[src/wb_pkg.sv]
// ====================
// wishbone classic read-master types and bus constants
// shared by the read sequencer and the top level ports
// ====================
package wb_pkg;

  // byte address width of the external bus
  localparam int unsigned ADDR_W = 32;

  // one bus word, also the address step between words
  localparam int unsigned BYTES_PER_WORD = 4;

  typedef logic [ADDR_W-1:0] wb_addr_t;
  typedef logic [BYTES_PER_WORD*8-1:0] wb_data_t;

  // master to slave, 35 bits
  typedef struct packed {
    logic     cyc;
    logic     stb;
    logic     we;
    wb_addr_t adr;
  } wb_req_t;

  // slave to master, 34 bits
  typedef struct packed {
    logic     ack;
    logic     err;
    wb_data_t dat;
  } wb_rsp_t;

endpackage
[src/pe_buf_pkg.sv]
// ====================
// buffer-side constants and types for the PE buffer loader
// indices, burst counts, command and flag structs, register bit positions
// ====================
package pe_buf_pkg;

  localparam int unsigned DATA_W = 32;
  localparam int unsigned NUM_BUF = 3;

  // buffer indices
  localparam int unsigned BUF_WEIGHT = 0;
  localparam int unsigned BUF_INPUT = 1;
  localparam int unsigned BUF_PSUM = 2;

  // bursts fetched per buffer on each load request
  localparam int unsigned BURSTS_PER_BUF [NUM_BUF] = '{
    BUF_WEIGHT: 1,
    BUF_INPUT:  2,
    BUF_PSUM:   3
  };

  // one-cycle pulses per buffer
  typedef struct packed {
    logic [NUM_BUF-1:0] load;
    logic [NUM_BUF-1:0] clear;
  } buf_cmd_t;

  // sticky per-buffer result flags
  typedef struct packed {
    logic [NUM_BUF-1:0] done;
    logic [NUM_BUF-1:0] error;
  } buf_flags_t;

  // per-buffer base byte addresses
  typedef wb_pkg::wb_addr_t [NUM_BUF-1:0] base_addr_t;

  // memory-control word fields
  localparam int unsigned REQ_LSB = 0;
  localparam int unsigned CLR_LSB = 4;

  // status word fields
  localparam int unsigned DONE_LSB = 0;
  localparam int unsigned BUSY_BIT = 8;
  localparam int unsigned ERR_LSB = 16;

endpackage

[src/burst_reader.sv]
// ====================
// wishbone classic read sequencer
// serves pending buffer loads lowest index first, one word per bus cycle
// ====================
`timescale 1ns/1ps

module burst_reader #(
  parameter int BURST_LEN = 16
) (
  input  logic                           CLK,
  input  logic                           resetn_all,
  input  pe_buf_pkg::buf_cmd_t           cmd,
  input  pe_buf_pkg::base_addr_t         base_addr,
  output wb_pkg::wb_req_t                wb_o,
  input  wb_pkg::wb_rsp_t                wb_i,
  input  logic [pe_buf_pkg::NUM_BUF-1:0] buf_full,
  output logic [pe_buf_pkg::NUM_BUF-1:0] wr_en,
  output logic [pe_buf_pkg::DATA_W-1:0]  wr_data,
  output pe_buf_pkg::buf_flags_t         flags,
  output logic                           busy
);

  localparam int unsigned NUM_BUF = pe_buf_pkg::NUM_BUF;
  localparam int unsigned IDX_W = $clog2(NUM_BUF);

  // longest load over all buffers, in words
  function automatic int unsigned max_words();
    int unsigned m;
    m = 0;
    for (int b = 0; b < NUM_BUF; b++) begin
      if (pe_buf_pkg::BURSTS_PER_BUF[b] * BURST_LEN > m) begin
        m = pe_buf_pkg::BURSTS_PER_BUF[b] * BURST_LEN;
      end
    end
    return m;
  endfunction

  localparam int unsigned CNT_W = $clog2(max_words());

  typedef enum logic [1:0] {
    S_IDLE,
    S_REQ,
    S_WAIT,
    S_NEXT
  } state_t;

  state_t state;

  logic [NUM_BUF-1:0] pending;
  logic [NUM_BUF-1:0] avail;
  logic [NUM_BUF-1:0] take;
  logic [NUM_BUF-1:0] err_set;
  logic [NUM_BUF-1:0] done_set;
  logic [IDX_W-1:0]   cur;
  logic [IDX_W-1:0]   first;
  logic [CNT_W-1:0]   word_cnt;
  logic [CNT_W-1:0]   last_idx;
  logic               abort;
  logic               kill;
  logic               cyc_q;
  wb_pkg::wb_addr_t   adr_q;
  pe_buf_pkg::buf_flags_t flags_q;

  // single reads only, stb follows cyc
  assign wb_o = '{cyc: cyc_q, stb: cyc_q, we: 1'b0, adr: adr_q};
  assign wr_data = wb_i.dat;
  assign flags = flags_q;
  assign busy = (state != S_IDLE) || (|pending);

  // current load was cleared, now or earlier
  assign kill = abort || cmd.clear[cur];

  // lowest pending buffer not being cleared this cycle
  always_comb begin
    avail = pending & ~cmd.clear;
    first = '0;
    for (int b = NUM_BUF - 1; b >= 0; b--) begin
      if (avail[b]) begin
        first = IDX_W'(b);
      end
    end
  end

  // index of the final word of the current buffer
  always_comb begin
    last_idx = '0;
    for (int b = 0; b < NUM_BUF; b++) begin
      if (cur == IDX_W'(b)) begin
        last_idx = CNT_W'(pe_buf_pkg::BURSTS_PER_BUF[b] * BURST_LEN - 1);
      end
    end
  end

  // per-cycle events: take-up, fifo write, flag sets
  always_comb begin
    take = '0;
    err_set = '0;
    done_set = '0;
    wr_en = '0;
    if (state == S_IDLE && (|avail)) begin
      take[first] = 1'b1;
    end
    if (state == S_WAIT && !kill) begin
      if (wb_i.err) begin
        err_set[cur] = 1'b1;
      end
      else if (wb_i.ack) begin
        // full buffer drops the word
        if (buf_full[cur]) begin
          err_set[cur] = 1'b1;
        end
        else begin
          wr_en[cur] = 1'b1;
        end
      end
    end
    if (state == S_NEXT && !kill) begin
      done_set[cur] = 1'b1;
    end
  end

  always_ff @(posedge CLK) begin
    if (resetn_all == 1'b0) begin
      state <= S_IDLE;
      pending <= '0;
      cur <= '0;
      word_cnt <= '0;
      abort <= 1'b0;
      cyc_q <= 1'b0;
      flags_q <= '0;
    end
    else begin
      pending <= ((pending & ~take) | cmd.load) & ~cmd.clear;
      // load and clear both restart a buffer's flags
      flags_q.done <= (flags_q.done | done_set) & ~(cmd.load | cmd.clear);
      flags_q.error <= (flags_q.error | err_set) & ~(cmd.load | cmd.clear);
      if (state != S_IDLE && cmd.clear[cur]) begin
        abort <= 1'b1;
      end

      case (state)
        S_IDLE: begin
          if (|avail) begin
            cur <= first;
            word_cnt <= '0;
            adr_q <= base_addr[first];
            cyc_q <= 1'b1;
            state <= S_WAIT;
          end
        end
        S_REQ: begin
          if (kill) begin
            state <= S_NEXT;
          end
          else begin
            adr_q <= base_addr[cur] +
                     wb_pkg::wb_addr_t'(word_cnt) * wb_pkg::wb_addr_t'(wb_pkg::BYTES_PER_WORD);
            cyc_q <= 1'b1;
            state <= S_WAIT;
          end
        end
        S_WAIT: begin
          if (wb_i.ack || wb_i.err) begin
            cyc_q <= 1'b0;
            if (wb_i.err) begin
              // rest of this buffer is abandoned, no done
              abort <= 1'b1;
              state <= S_NEXT;
            end
            else if (kill || word_cnt == last_idx) begin
              state <= S_NEXT;
            end
            else begin
              word_cnt <= word_cnt + 1'b1;
              state <= S_REQ;
            end
          end
        end
        S_NEXT: begin
          abort <= 1'b0;
          state <= S_IDLE;
        end
        default: begin
          state <= S_IDLE;
        end
      endcase
    end
  end

endmodule

[config.mk]
export PLATFORM = sky130hd
export DESIGN_NAME = burst_reader
export DESIGN_NICKNAME = d
export VERILOG_FILES = /design/src/wb_pkg.sv /design/src/pe_buf_pkg.sv /design/src/burst_reader.sv
export SDC_FILE = /design/constraint.sdc
export NUM_CORES = 1
export LEC_CHECK = 0
export ABC_CLOCK_PERIOD_IN_PS = 6450
export BUFFER_PORTS_ARGS = -buffer_cell sky130_fd_sc_hd__buf_4
export CORE_MARGIN = 2
export CORE_UTILIZATION = 45
export DETAILED_ROUTE_END_ITERATION = 7
export PLACE_DENSITY = 0.75
export SETUP_SLACK_MARGIN = 0.3
export SYNTH_ARGS = -nofsm -noshare
export SYNTH_HDL_FRONTEND = slang
export SYNTH_SLANG_ARGS = --single-unit
[constraint.sdc]
create_clock -name CLK -period 6.45 [get_ports CLK]
set_input_delay 0.3225 -clock CLK [delete_from_list [all_inputs] [get_ports CLK]]
set_output_delay 0.3225 -clock CLK [all_outputs]
set_load 0.01 [all_outputs]
Word level (Yosys, flattened, before mapping)
Cells that the tools add are included.
Operators by class
  $mul: 0
  $add $sub $neg: 2
  bitwise gates (word level): 12
  mux-type cells: 50
  reduce and logical (&&, ||, !) cells: 24
  order comparisons: 4
  div/mod/pow operators: 0
  shift operators: 0
  equal/unequal tests: 11
Operators by type and width (count)
  $bmux W32 S2: 2
  $mux W32: 4
  $pmux W32 S2: 1
  $mux W6: 6
  $add A32 B8 Y32: 1
  $mux W3: 10
  $and A3 B3 Y3: 5
  $mux W2: 7
  $or A3 B3 Y3: 4
  $pmux W6 S2: 1
  $mux W1: 11
  $not A3 Y3: 3
  $pmux W2 S4: 1
  $reduce_and A4 Y1: 2
  $add A6 B1 Y6 const B: 1
  $eq A2 B2 Y1 const B: 3
  $eq A6 B6 Y1: 1
  $logic_and A1 B1 Y1: 6
  $lt A2 B3 Y1 const B: 2
  $ne A2 B2 Y1 const B: 3
  $reduce_bool A2 Y1: 3
  $reduce_or A3 Y1: 2
  $reduce_and A5 Y1: 1
  $bmux W1 S2: 2
  other kinds (12): 21
Storage, ports and cells
  register bits: 53
  bits in writable memories: 0
  ROM bits: 0
  memories: 0
  bits of input ports: 141
  word-level logic and storage cells: 112
  output and inout port bits: 77
  bits in latches: 0

Logic depth before layout (Yosys ltp)
Gate-level depths: netlist (run 1).
  depth after elaboration: 14
  depth in mapped cells: 17
  depth with buffers taken out: 11

Worst setup path after synthesis (run 1)
Ideal clock, no wire load.
  path kind: reg-to-reg
  start point: reg cur[0]
  end point: reg adr_q[18], data pin
  path buffers: 6
  clock period less this slack: 3.724 ns
  data required time: 6.187 ns
  library setup time: 0.263 ns
  cell stages (with the launch flop): 17
  arrival time: 3.461 ns
  setup slack: 2.726 ns
  cell sequence: dfxtp_1 -> buf_6 -> buf_6 -> buf_6 -> buf_2 -> buf_1 -> mux2i_1 -> o21ai_0 -> ha_1 -> fa_1 -> a21o_1 -> nor3b_1 -> o211ai_1 -> clkbuf_1 -> nor4_1 -> xnor2_1 -> o21ai_1
Between the ends
  longest elaborated chain between the ends: 5
Ends and longest elaborated chain
  start, declared: line burst_reader.sv:54  | logic [IDX_W-1:0] cur;
  start signal, assigned: line burst_reader.sv:144  | cur <= first;
  $bmux W32 S2: line burst_reader.sv:156  | adr_q <= base_addr[cur] +
  $mux W32 (not written as such): line burst_reader.sv:156
  $add A32 B8 Y32: line burst_reader.sv:156
  $mux W32: line burst_reader.sv:152  | if (kill) begin
  $pmux W32 S2: line burst_reader.sv:141  | case (state)
  end signal, assigned: line burst_reader.sv:146  | adr_q <= base_addr[first];
  end signal, assigned: line burst_reader.sv:156
  end, declared: line burst_reader.sv:61  | wb_pkg::wb_addr_t adr_q;
No other way between the ends. The select of a mux whose other input is x is not followed.
A chain may end at the register's enable or synchronous reset.

Final worst setup path (run 1)
  start point: reg cur[0]
  end point: reg adr_q[24], data pin
The elaborated chain is that of the path after synthesis.

==> flow_summary.json, run 1 <==
{
  "status": "finished, final reports clean",
  "synth_enable_flop_cells": 32,
  "vias_per_cell": 5.893,
  "cp.required_ps": 6570,
  "grt_pass1_wl_um": 21530,
  "drive_above_1_share": 0.2960,
  "max_stage_delay_ps": 820,
  "final_cell_area_sq_um": 5763,
  "path_cells": "nor2b_4, nand2_1, o21ai_0, ha_1, fa_1, a21o_1, nor3b_1, o211ai_1, nor4_1, nor3b_1, o31ai_1",
  "chipWidth_um": 106.5,
  "grt_usage": 0.2353,
  "min_path_type": "input pin to flip-flop",
  "io_pins": 218,
  "place_ws_ps": 2342,
  "ys.warnings.count": 0,
  "tightest_slew_ps": 1042,
  "maxSlewHeadroom": 0.3020,
  "gp_congestion": 0.9085,
  "postCtsSetupRepairBufs": 0,
  "arrival_ps": 4290,
  "row_count": 37,
  "ys.flop_type": "edfxtp_1",
  "syn_avg_cell_area_sq_um": 8.639,
  "numCtsBuffers": 5,
  "antenna_found_initial": 0,
  "power_per_cell_area_nw_per_um2": 153.8,
  "root_buffer": "clkbuf_8",
  "drc": 0,
  "cts_resized": 0,
  "dp_hpwl_um": 10370,
  "maxCapViolCount": 0,
  "htreeDepth": 2,
  "syn_inst": 547,
  "fin_crit_sh": 0.6473,
  "initialDrtViolationCount": 242,
  "clock_latency_ps": 330,
  "area_growth_pct": 21.95,
  "place_area_sq_um": 5668,
  "grt_pass1_vias": 4422,
  "portBuffers": 152,
  "ys_ff_latch": 53,
  "drtAntennaViolNets": 0,
  "cts_tree": "built",
  "die_area_sq_um": 11340,
  "cp-start-kind": "flip-flop",
  "drv_slew": 0,
  "r2r_slack_ps": 2280,
  "crit_top_cell": "nor3b_1",
  "finalSetupTns_ps": 0,
  "dp.cells": 770,
  "nFillCells": 956,
  "leakagePower_nw": 2.271,
  "die_y_um": 106.5,
  "core_sq_um": 10280,
  "layout_commonest_cell": "buf_4",
  "cp-end-kind": "flip-flop",
  "fin_ws_ps": 2275,
  "diodes": 0,
  "synth_fp_nets": 696,
  "path_max_fanout": 25,
  "async_flop_share": 0,
  "cts.path.max_buffers": 2,
  "hold_ws_ps": 179.2,
  "synth_area_sq_um": 4726,
  "initial_core_util": 0.4598,
  "clock_skew_ps": 12.99,
  "routedWlPerCell_um": 17.96,
  "stdcell_count": 778,
  "cts_hold_buf": 0,
  "post-route-min-period_ps": 4175,
  "crit_type": "flip-flop to flip-flop",
  "via_count": 4585,
  "ir_worst_vdd_v": 0.0001097,
  "layout_common_cells": "buf_4 (158), mux2i_1 (62), nand2_1 (54)",
  "totalWireLength_um": 13970,
  "fin_nets": 790,
  "grt_start_max_net_pins": 54,
  "slowest_stage": "dfxtp_2",
  "hold_violations": 0,
  "seq_area_frac_synth": 0.2923,
  "clock-sinks": 53,
  "finalSetupViolCount": 0,
  "rsz0062_at_grt": "no",
  "ys_types": 65,
  "clk_pin_slew_ps": 110,
  "first_pass_iters": 5,
  "max_freq_mhz": 239.5,
  "grt_overflow": 0
}
-- where the power goes --
group | leakage [nW] | internal [mW] | switching (mW)
Sequential | 0.463 | 0.384 | 0.0131
Clock | 0.0487 | 0.0797 | 0.131
Combinational | 1.76 | 0.131 | 0.147
Total | 2.27 | 0.596 | 0.291
-- sequential cells by signal (all words and copies together) (netlist names) --
name	flops
state	2
abort	1
word_cnt	6
cyc_q	1
flags	6
cur	2
pending	3
adr_q	32
-- kinds of logic after synthesis --
kind of cell,synth area share
other,0.0007935
buffers and inverters,0.09849
muxes,0.1456
adders and majority gates,0.02277
xor gates and xnor gates,0.03521
AOI/OAI and AO/OA,0.2293
and+or+nand+nor,0.1755
DFF,0.2923
-- critical path, delay by kind of cell, from the launching register on --
kind	cells	cell delay, ps
and+or+nand+nor	5	1030
adders and majority gates	2	670
AOI/OAI and AO/OA	4	1450
DFF	1	820
-- path summary, 6_finish.rpt --
kind              startpoint         end  cells past startpoint
hold reg to reg     flags[3]    flags[3]                      2
hold / removal        cmd[1]  pending[1]                      2
setup / recovery      cur[0]   adr_q[24]                     11
setup reg to reg      cur[0]   adr_q[24]                     11
-- cell type report --
class	count	area, sq um	area share
multi-input cells	414	2895	0.5024
clock buffers	5	68.82	0.01194
inverters	9	33.78	0.005862
flip-flops and latches	53	1383	0.2399
repair buffers	158	1186	0.2058
well taps	136	170.2	0.02953
clock inverters	3	26.28	0.004559
-- through the flow --
step	total power, mW	util
2_1_floorplan	0.5837	-
3_3_place_gp	0.6746	0.5515
3_5_place_dp	0.6818	0.5515
4_1_cts	0.8892	0.5608
5_1_grt	0.9261	0.5608
6_report	0.8863	0.5608
-- cell usage after synthesis, types with 4 or more instances --
library cell | instances | area share
mux2_2 | 5 | 0.012
nor2b_1 | 5 | 0.0066
and3_1 | 6 | 0.0079
edfxtp_1 | 32 | 0.20
xnor2_1 | 12 | 0.022
a22oi_1 | 5 | 0.0079
a211oi_1 | 5 | 0.0079
ha_1 | 7 | 0.019
nor4_1 | 8 | 0.011
nand3_1 | 9 | 0.0095
nor3b_1 | 7 | 0.011
buf_6 | 4 | 0.0095
nor3_1 | 6 | 0.0064
nand2_1 | 55 | 0.044
a31oi_1 | 4 | 0.0053
buf_4 | 35 | 0.056
xor2_1 | 7 | 0.013
a21oi_1 | 24 | 0.025
nand2b_1 | 5 | 0.0066
o21ai_0 | 34 | 0.036
inv_1 | 7 | 0.0056
o2bb2ai_1 | 15 | 0.028
mux2i_1 | 62 | 0.13
clkbuf_1 | 27 | 0.021
nand4_1 | 5 | 0.0066
nor2_1 | 34 | 0.027
o31ai_1 | 7 | 0.011
dfxtp_1 | 21 | 0.089
o211ai_1 | 27 | 0.043
a21o_1 | 6 | 0.0095
-- layer usage --
metal / GRT usage / part of all wire
met1: 0.2879 / 0.41
met2: 0.4011 / 0.49
met3: 0.05212 / 0.081
met4: 0.09462 / 0.026
met5: 0 / 0
Note: power is estimated with default switching activity, not from simulation.
==> inputs of run 2 (changes only) <==
--- a/config.mk
+++ b/config.mk
@@ -5,12 +5,12 @@
 export SDC_FILE = /design/constraint.sdc
 export NUM_CORES = 1
 export LEC_CHECK = 0
-export ABC_CLOCK_PERIOD_IN_PS = 6450
+export ABC_CLOCK_PERIOD_IN_PS = 3650
 export BUFFER_PORTS_ARGS = -buffer_cell sky130_fd_sc_hd__buf_4
 export CORE_MARGIN = 2
-export CORE_UTILIZATION = 45
+export CORE_UTILIZATION = 44
 export DETAILED_ROUTE_END_ITERATION = 7
-export PLACE_DENSITY = 0.75
+export PLACE_DENSITY = 0.77
 export SETUP_SLACK_MARGIN = 0.3
 export SYNTH_ARGS = -nofsm -noshare
 export SYNTH_HDL_FRONTEND = slang
==> constraint.sdc (replaced) <==
create_clock -name CLK -period 3.65 [get_ports CLK]
set_input_delay 0.1825 -clock CLK [delete_from_list [all_inputs] [get_ports CLK]]
set_output_delay 0.1825 -clock CLK [all_outputs]
set_load 0.01 [all_outputs]
==> run 2 against run 1 <==
Flip-flop and latch count is the same. Largest cell class unchanged. Fmax grew 33%. Clock skew shrank 1.4 ps. Combinational power grew 82%. Die area grew 2.2%. Global-route usage shrank 0.57 points. Worst setup slack lost 1800 ps. Sequential share of layout area shrank 0.44 points. Total power grew 76%.
==> flow_summary.json, run 2 (same netlist as run 1, synthesis figures left out) <==
{
  "fin_ws_ps": 513.6,
  "dp_hpwl_um": 10730,
  "regArea_sq_um": 1383,
  "clock_skew_ps": 11.63,
  "largest_register_ffs": 32,
  "status": "finished, final reports clean",
  "clock-sinks": 53,
  "dp.cells": 780,
  "core_sq_um": 10370,
  "antenna_found_initial": 0,
  "root_buffer": "clkbuf_8",
  "leakagePower_nw": 2.346,
  "grt_pass1_vias": 4511,
  "drive_above_1_share": 0.3053,
  "vias_per_cell": 5.847,
  "htreeDepth": 2,
  "routedWlPerCell_um": 17.52,
  "hold_ws_ps": 55.30,
  "tightest_slew_ps": 898.4,
  "die_area_sq_um": 11590,
  "cp_top_family": "simple AND/OR/NAND/NOR gates",
  "nFillCells": 973,
  "initialDrtViolationCount": 327,
  "layout_common_cells": "buf_4 (170), mux2i_1 (62), nand2_1 (55)",
  "ir_worst_vdd_v": 0.0001511,
  "power_per_cell_area_nw_per_um2": 265.7,
  "grt_overflow": 0,
  "place_area_sq_um": 5746,
  "cp.required_ps": 3800,
  "grt_usage": 0.2296,
  "regMostFlops": "adr_q",
  "arrival_ps": 3290,
  "path_max_fanout": 17,
  "place_ws_ps": 387.8,
  "path_cells": "buf_6, mux2i_1, o21ai_0, ha_1, nand2_1, nor3b_1, o211ai_1, buf_4, or3_1, o31a_1, o31ai_1",
  "cts_tree": "built",
  "hold_violations": 0,
  "area_growth_pct": 24.23,
  "via_count": 4625,
  "io_pins": 218,
  "cp-start-kind": "flip-flop",
  "diodes": 0,
  "final_cell_area_sq_um": 5871,
  "max_freq_mhz": 318.8,
  "cts.path.max_buffers": 2,
  "grt_pass1_wl_um": 21650,
  "post-route-min-period_ps": 3136,
  "stdcell_count": 791,
  "drv_slew": 0,
  "portBuffers": 152,
  "path_buf_inv": 2,
  "die_y_um": 107.6,
  "cts_hold_buf": 0,
  "clock_latency_ps": 310,
  "fin_util": 0.5661,
  "maxSlewHeadroom": 0.4004,
  "drc": 0,
  "drtAntennaViolNets": 0,
  "numCtsBuffers": 5,
  "layout_commonest_cell": "buf_4",
  "initial_core_util": 0.4557,
  "max_stage_delay_ps": 500,
  "slowest_stage": "dfxtp_2",
  "finalSetupTns_ps": 0,
  "cp-end-kind": "flip-flop",
  "fin_crit_sh": 0.8593,
  "row_count": 37,
  "finalSetupViolCount": 0,
  "clk_pin_slew_ps": 100,
  "crit_type": "flip-flop to flip-flop",
  "finalPower_mw": 1.560,
  "fin_nets": 803,
  "first_pass_iters": 5,
  "maxCapViolCount": 0,
  "min_path_type": "input pin to flip-flop",
  "totalWireLength_um": 13860,
  "chipWidth_um": 107.6,
  "gp_congestion": 0.9396,
  "grt_start_max_net_pins": 48,
  "rsz0062_at_grt": "no",
  "multi_input_area_sq_um": 2907
}
==> run 2: timing repair <==
action,4_1_cts,5_1_grt
gates resized for setup,0,2
setup endpoints to repair,0,9
buffers inserted,0,3
==> run 2: final timing paths <==
kind / start / endpoint / slack (ps) / cells after the start
min: cmd[0] / pending[0] / 60 / 2
max: cur[0] / adr_q[20] / 510 / 11
min reg2reg: flags[1] / flags[1] / 490 / 2
max reg2reg: cur[0] / adr_q[20] / 510 / 11
==> run 2: power breakdown <==
group          leakage (nW)  switching (mW)  total, mW  internal [mW]
registers             0.463          0.0196      0.699          0.679
logic                  1.84           0.267      0.507          0.240
clock network        0.0455           0.199      0.354          0.156
total                  2.35           0.486       1.56           1.07
==> run 2: routing by layer <==
metal / up-vias / GRT usage / share of wire
met4: 0 / 0.07784 / 0.019
met5: - / 0 / 0
met2: 185 / 0.3814 / 0.48
met3: 34 / 0.04600 / 0.080
met1: 2175 / 0.2974 / 0.42
li1: 2231 / - / -
==> run 2: final cells by class <==
cell class,instances,area share
Clock buffer,8,0.01535
Sequential cell,53,0.2355
Timing Repair Buffer,171,0.2193
Multi-Input combinational cell,414,0.4951
Inverter,9,0.005754
Tap cell,136,0.02899
